<file path="src/alu_pkg.sv">
`default_nettype none

package alu_pkg;

    // datapath width of the integer core
    localparam int xlen = 64;

    // enough bits to shift by 0 .. xlen-1
    localparam int shamt_w = 6;

    typedef logic [xlen-1:0] xlen_t;
    typedef logic [shamt_w-1:0] shamt_t;

    // same encoding as the RISC-V funct3 field of OP / OP-IMM,
    // so the decoder can pass funct3 straight through
    typedef enum logic [2:0] {
        op_add_sub = 3'd0,
        op_sll     = 3'd1,
        op_slt     = 3'd2,
        op_sltu    = 3'd3,
        op_xor     = 3'd4,
        op_sr      = 3'd5,
        op_or      = 3'd6,
        op_and     = 3'd7
    } alu_op_e;

endpackage

`default_nettype wire

</file>
<file path="src/sklansky_adder.sv">
`default_nettype none

module sklansky_adder (
    input  alu_pkg::xlen_t a,
    input  alu_pkg::xlen_t b,
    input  logic           c_in,
    output alu_pkg::xlen_t sum,
    output logic           c_out
);

    // log2(xlen) prefix levels
    localparam int levels = alu_pkg::shamt_w;

    // bitwise propagate, kept for the final sum
    alu_pkg::xlen_t p_bit;
    alu_pkg::xlen_t g_bit;

    // group generate / propagate after each level
    wire alu_pkg::xlen_t g_lvl [0:levels];
    wire alu_pkg::xlen_t p_lvl [0:levels-1];

    assign p_bit = a ^ b;
    assign g_bit = a & b;

    // carry in behaves like a generate into bit 0
    assign g_lvl[0] = {g_bit[alu_pkg::xlen-1:1], g_bit[0] | (p_bit[0] & c_in)};
    assign p_lvl[0] = p_bit;

    for (genvar l = 0; l < levels; l++) begin : g_level
        for (genvar i = 0; i < alu_pkg::xlen; i++) begin : g_node
            if (((i >> l) & 1) == 1) begin : g_combine
                // last bit of the neighbouring block on the right
                localparam int j = ((i >> l) << l) - 1;

                assign g_lvl[l+1][i] = g_lvl[l][i] | (p_lvl[l][i] & g_lvl[l][j]);
                if (l + 1 < levels) begin : g_prop
                    assign p_lvl[l+1][i] = p_lvl[l][i] & p_lvl[l][j];
                end
            end else begin : g_pass
                assign g_lvl[l+1][i] = g_lvl[l][i];
                if (l + 1 < levels) begin : g_prop
                    assign p_lvl[l+1][i] = p_lvl[l][i];
                end
            end
        end
    end

    // g_lvl[levels][i] is now the carry out of bit i, c_in included
    assign sum   = p_bit ^ {g_lvl[levels][alu_pkg::xlen-2:0], c_in};
    assign c_out = g_lvl[levels][alu_pkg::xlen-1];

endmodule

`default_nettype wire

</file>
<file path="src/left_barrel_shifter.sv">
`default_nettype none

module left_barrel_shifter (
    input  alu_pkg::xlen_t  in_data,
    input  alu_pkg::shamt_t shamt,
    output alu_pkg::xlen_t  out_data
);

    // stage k shifts by 2**k when shamt[k] is set
    wire alu_pkg::xlen_t stage [0:alu_pkg::shamt_w];

    assign stage[0] = in_data;

    for (genvar k = 0; k < alu_pkg::shamt_w; k++) begin : g_stage
        localparam int sh = 1 << k;

        assign stage[k+1] = shamt[k]
            ? {stage[k][alu_pkg::xlen-1-sh:0], {sh{1'b0}}}
            : stage[k];
    end

    assign out_data = stage[alu_pkg::shamt_w];

endmodule

`default_nettype wire

</file>
<file path="src/right_barrel_shifter.sv">
`default_nettype none

module right_barrel_shifter (
    input  alu_pkg::xlen_t  in_data,
    input  alu_pkg::shamt_t shamt,
    input  logic            arithmetic,
    output alu_pkg::xlen_t  out_data
);

    // sign bit for SRA, zero for SRL
    logic fill;

    wire alu_pkg::xlen_t stage [0:alu_pkg::shamt_w];

    assign fill     = arithmetic & in_data[alu_pkg::xlen-1];
    assign stage[0] = in_data;

    for (genvar k = 0; k < alu_pkg::shamt_w; k++) begin : g_stage
        localparam int sh = 1 << k;

        // vacated upper bits take the fill bit
        assign stage[k+1] = shamt[k]
            ? {{sh{fill}}, stage[k][alu_pkg::xlen-1:sh]}
            : stage[k];
    end

    assign out_data = stage[alu_pkg::shamt_w];

endmodule

`default_nettype wire

</file>
<file path="src/alu.sv">
`default_nettype none

module alu (
    input  alu_pkg::xlen_t   a,
    input  alu_pkg::xlen_t   b,
    input  alu_pkg::alu_op_e op,
    input  logic             carry_in,
    input  logic             arithmetic,
    output alu_pkg::xlen_t   y,
    output logic             zero,
    output logic             negative,
    output logic             carry_out,
    output logic             overflow
);

    localparam int msb = alu_pkg::xlen - 1;

    // b as the adder sees it, inverted for subtraction
    alu_pkg::xlen_t b_eff;
    alu_pkg::xlen_t add_sub;
    alu_pkg::xlen_t sll;
    alu_pkg::xlen_t sr;
    alu_pkg::xlen_t slt;
    alu_pkg::xlen_t sltu;
    logic           adder_c_out;

    assign b_eff = b ^ {alu_pkg::xlen{carry_in}};

    // a + ~b + 1 when carry_in is set
    sklansky_adder adder (
        .a     (a),
        .b     (b_eff),
        .c_in  (carry_in),
        .sum   (add_sub),
        .c_out (adder_c_out)
    );

    left_barrel_shifter shifter_left (
        .in_data  (a),
        .shamt    (b[alu_pkg::shamt_w-1:0]),
        .out_data (sll)
    );

    right_barrel_shifter shifter_right (
        .in_data    (a),
        .shamt      (b[alu_pkg::shamt_w-1:0]),
        .arithmetic (arithmetic),
        .out_data   (sr)
    );

    // flags always come from the adder
    assign zero      = ~(|add_sub);
    assign negative  = add_sub[msb];
    assign carry_out = adder_c_out;
    // overflow uses the effective operand, so it is right for SUB too
    assign overflow  = ~(a[msb] ^ b_eff[msb]) & (a[msb] ^ add_sub[msb]);

    // signed less-than: sign of a - b corrected for overflow
    assign slt  = {{(alu_pkg::xlen-1){1'b0}}, negative ^ overflow};
    // unsigned borrow shows up as no carry out
    assign sltu = {{(alu_pkg::xlen-1){1'b0}}, ~adder_c_out};

    always_comb begin
        case (op)
            alu_pkg::op_add_sub: y = add_sub;
            alu_pkg::op_sll:     y = sll;
            alu_pkg::op_slt:     y = slt;
            alu_pkg::op_sltu:    y = sltu;
            alu_pkg::op_xor:     y = a ^ b;
            alu_pkg::op_sr:      y = sr;
            alu_pkg::op_or:      y = a | b;
            alu_pkg::op_and:     y = a & b;
            default:             y = '0;
        endcase
    end

endmodule

`default_nettype wire

</file>
<file path="src/alu_exec_stage.sv">
`default_nettype none

module alu_exec_stage (
    input  logic           clk,
    input  logic           rst_n,
    input  logic           in_valid,
    input  logic [2:0]     funct3,
    input  logic           alt,
    input  logic           is_imm,
    input  alu_pkg::xlen_t rs1_data,
    input  alu_pkg::xlen_t operand_b,
    output logic           out_valid,
    output alu_pkg::xlen_t result,
    output logic           zero,
    output logic           negative,
    output logic           carry_out,
    output logic           overflow
);

    // decoded controls
    alu_pkg::alu_op_e dec_op;
    logic             dec_carry_in;
    logic             dec_arith;

    // stage 1 registers
    logic             s1_valid;
    alu_pkg::alu_op_e s1_op;
    logic             s1_carry_in;
    logic             s1_arith;
    alu_pkg::xlen_t   s1_a;
    alu_pkg::xlen_t   s1_b;

    // alu outputs
    alu_pkg::xlen_t   alu_y;
    logic             alu_zero;
    logic             alu_negative;
    logic             alu_carry_out;
    logic             alu_overflow;

    assign dec_op = alu_pkg::alu_op_e'(funct3);

    // SUB only exists as a register op; set-less-than also needs a - b
    always_comb begin
        dec_carry_in = 1'b0;
        if (dec_op == alu_pkg::op_add_sub) begin
            dec_carry_in = alt & ~is_imm;
        end else if (dec_op == alu_pkg::op_slt || dec_op == alu_pkg::op_sltu) begin
            dec_carry_in = 1'b1;
        end
    end

    // SRA / SRAI
    assign dec_arith = (dec_op == alu_pkg::op_sr) & alt;

    always_ff @(posedge clk or negedge rst_n) begin
        if (!rst_n) begin
            s1_valid  <= 1'b0;
            out_valid <= 1'b0;
        end else begin
            s1_valid  <= in_valid;
            out_valid <= s1_valid;
        end
    end

    always_ff @(posedge clk) begin
        if (in_valid) begin
            s1_op       <= dec_op;
            s1_carry_in <= dec_carry_in;
            s1_arith    <= dec_arith;
            s1_a        <= rs1_data;
            s1_b        <= operand_b;
        end
    end

    alu u_alu (
        .a          (s1_a),
        .b          (s1_b),
        .op         (s1_op),
        .carry_in   (s1_carry_in),
        .arithmetic (s1_arith),
        .y          (alu_y),
        .zero       (alu_zero),
        .negative   (alu_negative),
        .carry_out  (alu_carry_out),
        .overflow   (alu_overflow)
    );

    // result registers hold the last value between operations
    always_ff @(posedge clk) begin
        if (s1_valid) begin
            result    <= alu_y;
            zero      <= alu_zero;
            negative  <= alu_negative;
            carry_out <= alu_carry_out;
            overflow  <= alu_overflow;
        end
    end

endmodule

`default_nettype wire

</file>
<file path="config.mk">
export PLATFORM = sky130hd
export DESIGN_NAME = alu_exec_stage
export DESIGN_NICKNAME = d
export VERILOG_FILES = /design/src/alu_pkg.sv /design/src/sklansky_adder.sv /design/src/left_barrel_shifter.sv /design/src/right_barrel_shifter.sv /design/src/alu.sv /design/src/alu_exec_stage.sv
export SDC_FILE = /design/constraint.sdc
export NUM_CORES = 1
export LEC_CHECK = 0
export BUFFER_PORTS_ARGS = -buffer_cell sky130_fd_sc_hd__buf_2
export CAP_MARGIN = 20
export CORE_MARGIN = 5
export CORE_UTILIZATION = 57
export CTS_BUF_LIST = sky130_fd_sc_hd__clkbuf_4
export CTS_CLUSTER_SIZE = 40
export DETAILED_ROUTE_END_ITERATION = 10
export GPL_TIMING_DRIVEN = 0
export PLACE_DENSITY_LB_ADDON = 0.05
export SLEW_MARGIN = 20
export SYNTH_ARGS = -nofsm -noshare
export SYNTH_HDL_FRONTEND = slang
export SYNTH_SLANG_ARGS = --single-unit
</file>
<file path="constraint.sdc">
create_clock -name clk -period 5.95 [get_ports clk]
set_input_delay 0 -clock clk [delete_from_list [all_inputs] [get_ports clk]]
set_output_delay 0 -clock clk [all_outputs]
set_load 0.01 [all_outputs]
</file>
==> summary.txt, run 1 <==
Logic synthesis
  – Average cell area after synthesis: 8.71 um2
  – Syn Inst Count: 2,505
  – Async SR Flop Fraction: 0.00985
  – Yosys cell types: 85
  – Synth Flop Type: edfxtp_1
  – Syn_nets: 2,838
  – Warnings from Yosys: 0
  – Mapped cell area: 21,800 um2
  – Post-synth EDFFs: 201
  – Sequential-to-total area share from yosys stat: 0.279
  – Register bit total from synthesis: 203

Clock network
  – Clock tree buffer depth: 3
  – Htree depth: 2
  – Number of CTS-inserted buffers: 50
  – CTS Sinks: 203
  – Root Buffer: clkbuf_4

GRT
  – Largest net degree at the start of global routing: 90
  – GRT Residual Overflow: 19
  – Gr usage total: 0.748

Floorplanning
  – Initial core utilization: 0.578
  – Row Count: 71
  – Die Ht: 206 um
  – Io pins: 205
  – Die W: 206 um

Outcome
  – Error: [ERROR GRT-0232] Routing congestion too high. Check the congestion heatmap in the GUI.
  – Outcome: aborted with a tool error
  – Exit stage: 5_1_grt

Place
  – Post-DP HPWL: 90.8 mm
  – # port buffers: 204
  – Inst Count DP: 3,222
  – Routability cong.: 1.27

Timing
  – End pin of the worst setup path after global-route repair: zero$_DFFE_PP_/D
  – Worst ep type: register data pin
cells by family after synthesis:
| logic type | share of synthesized area |
|---|---|
| AND/OR/NAND/NOR | 0.127 |
| adder cells (fa/ha/maj) | 0.115 |
| flip-flops | 0.279 |
| buffers and inverters | 0.0561 |
| XOR/XNOR | 0.0426 |
| AO/OA/AOI/OAI | 0.223 |
| multiplexers | 0.157 |
layer usage:
| metal | GRT usage | GRT overflow |
|---|---|---|
| met5 | 0.415 | 0 |
| met4 | 0.710 | 10 |
| met3 | 0.655 | 0 |
| met2 | 0.887 | 9 |
| met1 | 0.734 | 0 |
through the flow:
step	util	cell area, um2	setup WS, ps
4_1_cts	0.714	27000	34.0
3_5_place_dp	0.623	23500	-2500
3_3_place_gp	0.622	23500	-2420
2_1_floorplan	-	21800	319
Yosys cell counts (6+ instances only):
master,count,area share
nor2_1,304,0.052
o21ai_0,273,0.063
a21oi_1,219,0.050
edfxtp_1,201,0.28
mux2i_1,193,0.089
ha_1,191,0.11
inv_1,138,0.024
nand2_1,126,0.022
clkbuf_1,125,0.022
xor2_1,83,0.033
mux4_2,50,0.052
nor3_1,45,0.010
nand2b_1,43,0.012
buf_1,39,0.0067
a211oi_1,33,0.011
mux2_2,32,0.017
o211ai_1,24,0.0083
a221oi_1,23,0.0092
xnor2_1,23,0.0092
a21o_1,22,0.0076
o21a_1,22,0.0076
nand3_1,20,0.0046
o221ai_1,19,0.0076
o2111ai_1,16,0.0064
nand4_1,15,0.0043
and2_1,13,0.0037
a211o_1,12,0.0048
buf_2,12,0.0028
or2_2,12,0.0034
a22oi_1,11,0.0038
a2bb2oi_1,10,0.0040
or3_1,10,0.0029
nor2b_1,9,0.0026
o2111a_1,8,0.0041
o21bai_1,8,0.0028
o22a_1,8,0.0032
a31oi_1,7,0.0020
fa_1,6,0.0055
o21ai_1,6,0.0014
timing repair:
action	CTS
resized for setup	38
pin swaps	1
hold buffers	268
hold endpoints to repair	244
endpoints found under the setup margin	53
buffers inserted	4
==> run 2, diff against run 1 <==
CORE_UTILIZATION = 40   (was 57)
CTS_BUF_LIST = default   (was sky130_fd_sc_hd__clkbuf_4)
CTS_CLUSTER_SIZE = default   (was 40)
PLACE_DENSITY_LB_ADDON = 0.15   (was 0.05)
clock period = 7.7 ns   (was 5.95 ns; I/O delays follow)
==> summary.txt, run 2 <==
Logic synthesis
  – Largest family of logic cells by synthesized area: compound AO/OA/AOI/OAI gates
  – Warnings from Yosys: 0 (unchanged)
  – Yosys cell types: 85 (unchanged)
  – Synth Area in Compound Gates: 0.223 (unchanged)
  – Post-synth EDFFs: 201 (unchanged)
  – Post-synth top cells: nor2_1 (304), o21ai_0 (273), a21oi_1 (219)
  – Most frequent cell after synthesis: nor2_1
  – Sequential-to-total area share from yosys stat: 0.279 (unchanged)
  – Post-synthesis mux area share: 0.157 (unchanged)
  – Async SR Flop Fraction: 0.00985 (unchanged)
  – Register bit total from synthesis: 203 (unchanged)
  – Mapped cell area: 21,800 um2 (unchanged)
  – Post-Synth Adder-Cell Area: 0.115 (unchanged)
  – Synth Area in Simple Gates: 0.127 (unchanged)
  – Synth area leaders: edfxtp_1 (28%), ha_1 (11%), mux2i_1 (8.9%)
  – Syn Inst Count: 2,505 (unchanged)
  – Average cell area after synthesis: 8.71 um2 (unchanged)
  – Synth Flop Type: edfxtp_1
  – Top cell type's share of synthesized area: 0.277 (unchanged)
  – XOR/XNOR Fraction of Synth Area: 0.0426 (unchanged)
  – Syn_nets: 2,838 (unchanged)
  – Area leader, netlist: edfxtp_1

Worst setup path
  – Crit path max fanout: 10
  – Worst setup EP type: register
  – R2R Path End: zero
  – Worst Setup SP: s1_b[3]
  – CP arrival: 8180 ps
  – Required time worst endpoint: 8040 ps
  – WS Path Type: reg -> reg
  – Startpoint Class: register
  – Worst r2r src: s1_b[3]
  – FF-to-FF setup slack: -150 ps
  – Reg2Reg Depth: 21

Timing
  – Clock Skews: 42.4 ps
  – Worst Tran Pin Value: 1280 ps
  – Setup-failing EPs final: 1
  – Final period util: 1.02
  – Pins Over Slew Limit: 0
  – Max frequency: 0.127 GHz
  – Min Tclk post-route: 7850 ps
  – Setup WS post-layout: -148 ps
  – Unrepaired setup endpoints after global routing: no
  – Fin. Hold Viols: 0
  – Slew margin rel.: 0.136

Outcome
  – Failing checks: negative setup slack
  – Outcome: finished, violations left

GRT
  – Vias in the first global route: 23,600
  – Met2 GRT Util: 0.656
  – Layer with the highest usage: met2
  – Gr usage total: 0.429
  – Global-route wire length before repair: 182 mm
  – GRT Residual Overflow: 0
  – Met1 GRT Util: 0.523
  – GR Util met3: 0.136
  – Largest net degree at the start of global routing: 84
  – Initial antenna violation count: 13

Min path
  – Worst min-delay path startpoint: rs1_data[10]
  – Hold WC Path Type: in -> reg
  – WHS Path Cells: 2
  – WHS Endpoint: s1_a[10]

Floorplanning
  – Die Ht: 243 um (+18%)
  – Core Region: 53,900 um2
  – Row Count: 85 (+20%)
  – Die area: 59,300 um2
  – Io pins: 205 (unchanged)
  – Initial core utilization: 0.404 (-0.173)
  – Die W: 243 um (+18%)

Cells and area
  – Fin cells: 3,590
  – Synth-to-layout area growth: 18.9%
  – Most common cell after layout, fill and taps aside: nor2_1
  – Largest registers: result (64), s1_a (64), s1_b (64)
  – Most frequent cells in the layout: nor2_1 (303), o21ai_0 (270), buf_2 (220), a21oi_1 (219), edfxtp_1 (201)
  – Layout cells sized above 1: 0.136
  – Nets: 3,205
  – Core Util, Final: 0.481

Detailed routing
  – Drt wl/cell: 37.1 um
  – DR DRC count: 0
  – DR iter-0 viols: 3,718
  – First-pass iteration count of the detailed router: 8
  – Vias per inst: 6.74
  – Drt total wl: 133 mm
  – Via count: 24,200
  – Remaining antenna violation count: 0

Place
  – Routability cong.: 1.10 (-13%)
  – Post-DP HPWL: 107 mm (+18%)
  – Inst Count DP: 3,408 (+5.8%)
  – Place WS: -1130 ps (+1370 ps)
  – # port buffers: 204 (unchanged)

Power
  – Reg power frac: 0.282
  – Worst VDD drop: 0.000240 V
  – NetSw: 2.62 mW
  – Pint: 2.86 mW
  – Leakage Power: 10.8 nW
  – Logic pwr share: 0.521
  – Clock power frac: 0.197
  – Power Dens Cells: 211 nW/um2
  – Switching Share: 0.478

Clock network
  – Number of CTS-inserted buffers: 22 (-56%)
  – Reg clk slew, reported paths: 90 ps
  – Clock tree buffer depth: 3 (unchanged)
  – Root Buffer: clkbuf_16
  – Post-CTS Repair Setup Buffers: 0 (-4)
  – CTS Sinks: 203 (unchanged)
  – Skew-Pair Late Insertion Delay: 570 ps
  – Htree depth: 1 (-1)
  – TritonCTS clock tree: built

Flow run
  – Max Cap Viol: 0
==> run 2: area by class of cell <==
class | count | area (um2)
Antenna cell | 6 | 15.0
Buffer | 175 | 701
Clock buffer | 24 | 579
Clock inverter | 16 | 145
Fill cell | 5126 | 28000
Inverter | 142 | 533
Multi-Input combinational cell | 1982 | 14500
Sequential cell | 203 | 6090
Tap cell | 696 | 871
Timing Repair Buffer | 346 | 2480
==> run 2: worst max path at each step <==
| stage | to | slack (ps) |
|---|---|---|
| 2_1_floorplan | zero | 2070 |
| 3_3_place_gp | zero | -1010 |
| 3_5_place_dp | zero | -1130 |
| 4_1_cts | zero | 110 |
| 5_1_grt | zero | 40 |
| 6_report | zero | -150 |
==> run 2: power by group through the flow <==
stage / sequential [mW] / combinational [mW] / clock [mW]
2_1_floorplan: 1.49 / 1.50 / 0
4_1_cts: 1.53 / 2.69 / 1.09
5_1_grt: 1.54 / 2.93 / 1.14
6_report: 1.55 / 2.85 / 1.08
3_3_place_gp: 1.55 / 2.60 / 0
3_5_place_dp: 1.55 / 2.63 / 0
==> run 2: worst max-delay path, stage by stage (launching register included) <==
cell and delay, ps:
edfxtp_1 440, clkbuf_1 570, clkbuf_2 570, clkbuf_2 590, xor2_1 140, ha_1 380
o211ai_1 110, nor3_1 570, o21ai_0 310, a21boi_2 460, nor2_2 170, fa_1 700
nand2_1 90, nor3_1 290, nand4_1 150, nor2_1 140, o211ai_1 100, or4_1 490
nor4_1 360, o2111a_1 320, nand4_1 290, nor4_1 370
==> run 2: cell families (layout without fill, tap and decap cells) <==
kind of cell / after synthesis / count (layout)
AO/OA/AOI/OAI: 780 / 780
AND/OR/NAND/NOR: 624 / 624
buffers and inverters: 320 / 703
multiplexers: 275 / 275
flip-flops: 203 / 203
adder cells (fa/ha/maj): 197 / 197
XOR/XNOR: 106 / 106
other: 0 / 6
==> run 2: timing repair <==
action | CTS | global route
pin swaps | 0 | 0
gates resized for setup | 10 | 8
endpoints found under the setup margin | 1 | 1
hold endpoints to repair | 186 | 0
hold buffers | 137 | 0
==> run 2: metrics by stage <==
| stage | power, mW | setup TNS [ps] | hold WS (ps) | cell area, um2 |
|---|---|---|---|---|
| final | 5.48 | -148 | 143 | 25900 |
| after global placement | 4.15 | -1010 | -215 | 23700 |
| after global routing | 5.61 | 0 | 147 | 25900 |
| after detailed placement | 4.17 | -1130 | -211 | 23800 |
| after CTS | 5.31 | 0 | 112 | 25900 |
| after floorplan | 2.99 | 0 | -296 | 21800 |
==> run 2: per-layer routing <==
layer / wire, um / part of all wire
met1: 47800 / 0.36
met5: 103 / 0.00077
met4: 11200 / 0.084
met3: 17200 / 0.13
met2: 57000 / 0.43
No activity file was read; power rests on OpenSTA's default activity.
==> run 3, diff against run 2 <==
CORE_MARGIN = 2   (was 5)
clock period = 9.1 ns   (was 7.7 ns; I/O delays follow)
==> summary.txt, run 3 (synthesis gave the netlist of run 2 again) <==
Power
  – Final Power: 4.56 mW (-17%)
  – Worst VDD drop: 0.000184 V (-24%)
  – Power Dens Cells: 176 nW/um2 (-17%)
  – Leakage Power: 10.7 nW (-0.33%)

Place
  – Post-DP HPWL: 105 mm (-2.0%)
  – Inst Count DP: 3,408 (unchanged)
  – Routability cong.: 1.07 (-3.3%)
  – Area post-placement: 23,800 um2 (about the same)
  – Place WS: 134 ps (+1270 ps)
  – # port buffers: 204 (unchanged)

Cells and area
  – Post-route cell area: 25,800 um2 (-0.31%)
  – Nets: 3,206 (+0.031%)
  – Largest registers: result (64), s1_a (64), s1_b (64)
  – # fillers: 5,219 (+1.8%)
  – Total area of sequential cells: 6090 um2 (unchanged)
  – Most frequent cells in the layout: nor2_1 (304), o21ai_0 (273), a21oi_1 (219), buf_2 (217), edfxtp_1 (201)
  – Layout cells sized above 1: 0.126 (-0.00974)
  – Core Util, Final: 0.480 (-0.000561)
  – Most common cell after layout, fill and taps aside: nor2_1
  – Area of the multi-input gates: 14,500 um2 (-0.15%)
  – Fin cells: 3,587 (-0.084%)
  – Synth-to-layout area growth: 18.5%

Floorplanning
  – Core Region: 53,800 um2 (-0.20%)
  – Io pins: 205 (unchanged)
  – Die area: 56,400 um2 (-4.9%)
  – Initial core utilization: 0.405 (+0.000799)
  – Die Ht: 237 um (-2.5%)
  – Row Count: 85 (unchanged)
  – Die W: 237 um (-2.5%)

Clock network
  – Clock tree buffer depth: 3 (unchanged)
  – Reg clk slew, reported paths: 60 ps (-30 ps)
  – CTS Sinks: 203 (unchanged)
  – Htree depth: 1 (unchanged)
  – Number of CTS-inserted buffers: 22 (unchanged)
  – Post-CTS Repair Setup Buffers: 0 (unchanged)
  – TritonCTS clock tree: built
  – Root Buffer: clkbuf_16
  – Skew-Pair Late Insertion Delay: 540 ps (-30 ps)

Timing
  – Setup TNS: -50.2 ps (+97.9 ps)
  – Fin. Hold Viols: 0 (unchanged)
  – Worst hold slack: 164 ps (+21.3 ps)
  – Max frequency: 0.109 GHz (-14%)
  – Final period util: 1.01 (-0.0137)
  – Worst Tran Pin Value: 1310 ps (+22.2 ps)
  – Pins Over Slew Limit: 0 (unchanged)
  – Min Tclk post-route: 9150 ps (+1300 ps)
  – Slew margin rel.: 0.130 (-0.00573)
  – Setup WS post-layout: -50.2 ps (+97.9 ps)
  – Unrepaired setup endpoints after global routing: no
  – Setup-failing EPs final: 1 (unchanged)
  – Clock Skews: 9.37 ps (-33.0 ps)

Detailed routing
  – Drt total wl: 129 mm (-3.0%)
  – Drt wl/cell: 36.0 um (-2.9%)
  – First-pass iteration count of the detailed router: 8 (unchanged)
  – DR iter-0 viols: 3,471 (-6.6%)
  – Vias per inst: 6.70 (-0.70%)
  – Via count: 24,000 (-0.78%)
  – DR DRC count: 0 (unchanged)
  – Remaining antenna violation count: 0 (unchanged)

Worst setup path
  – Crit path depth: 23 (+9.5%)
  – Max stage delay on crit path: 750 ps (+50 ps)
  – Required time worst endpoint: 9400 ps (+1360 ps)
  – Slowest cell on the critical path: fa_1
  – CP arrival: 9450 ps (+1270 ps)
  – WS Path Type: reg -> reg
  – Sum of buffers and inverters on the critical path: 5 (+2)
  – Worst setup EP type: register
  – Delay-heaviest family, CP: simple AND/OR/NAND/NOR gates
  – Reg2Reg Depth: 23 (+9.5%)
  – Startpoint Class: register
  – Crit-path most repeated cell: clkbuf_1
  – Crit-path cells: clkbuf_1, buf_2, clkbuf_1, clkbuf_1, clkbuf_2, mux2_2, fa_1, a211oi_1, nor3_1, o21ai_0, a21boi_1, nor2_1, fa_1, nand2_1, nor3_1, nand4_1, nor2_1, o211ai_1, or4_1, nor4_1, o2111a_1, nand4_1, nor4_1
  – Crit path max fanout: 10 (unchanged)

GRT
  – Gr usage total: 0.448 (+0.0190)
  – Largest net degree at the start of global routing: 85 (+1.2%)
  – Vias in the first global route: 23,000 (-2.3%)
  – Global-route wire length before repair: 176 mm (-2.9%)
  – Initial antenna violation count: 8 (-5)
  – GRT Residual Overflow: 0 (unchanged)

Min path
  – Hold WC Path Type: in -> reg
  – WHS Path Cells: 2 (unchanged)

Outcome
  – Failing checks: negative setup slack
  – Outcome: finished, violations left

Flow run
  – Max Cap Viol: 0 (unchanged)
==> run 3: cell count changes in the layout (fill, tap and decap cells not counted), moves of 4 or more <==
| cell | delta |
|---|---|
| clkbuf_1 | +14 |
| clkbuf_2 | -9 |
| clkinv_1 | +6 |
| clkinvlp_4 | -5 |
| diode_2 | -4 |
==> run 3: repair_timing <==
| action | in CTS | in global routing |
|---|---|---|
| hold endpoints to repair | 185 | 0 |
| setup endpoints to repair | 0 | 1 |
| resized for setup | 0 | 2 |
| hold buffers | 137 | 0 |
==> run 3: layout make-up <==
type                    instances  share of cell area
inverters                     142              0.0206
plain buffers                 178              0.0268
diodes                          2            0.000194
flip-flops and latches        203               0.236
well taps                     696              0.0337
repair buffers                344              0.0951
clock inverters                15             0.00460
multi-input cells            1982               0.561
clock buffers                  25              0.0226
==> run 3: power breakdown <==
part	switching, mW	internal, mW
logic	1.58	0.766
registers	0.168	1.15
clock network	0.374	0.513
==> run 3: per-layer routing <==
layer,routed length [um],global-route usage,vias to the layer above
met5,29,0,-
met4,10400,0.292,4
met3,15800,0.137,492
met2,53800,0.663,1890
met1,49300,0.566,11700
li1,-,-,9966
==> run 3: final timing paths <==
| path | end | slack, ps | startpoint |
|---|---|---|---|
| min | s1_b[36] | 160 | operand_b[36] |
| min in group asynchronous | s1_valid | 320 | rst_n |
| max reg2reg | zero | -50 | s1_b[0] |
| max in group asynchronous | s1_valid | 8630 | rst_n |
| min reg2reg | zero | 890 | s1_valid |
| max | zero | -50 | s1_b[0] |
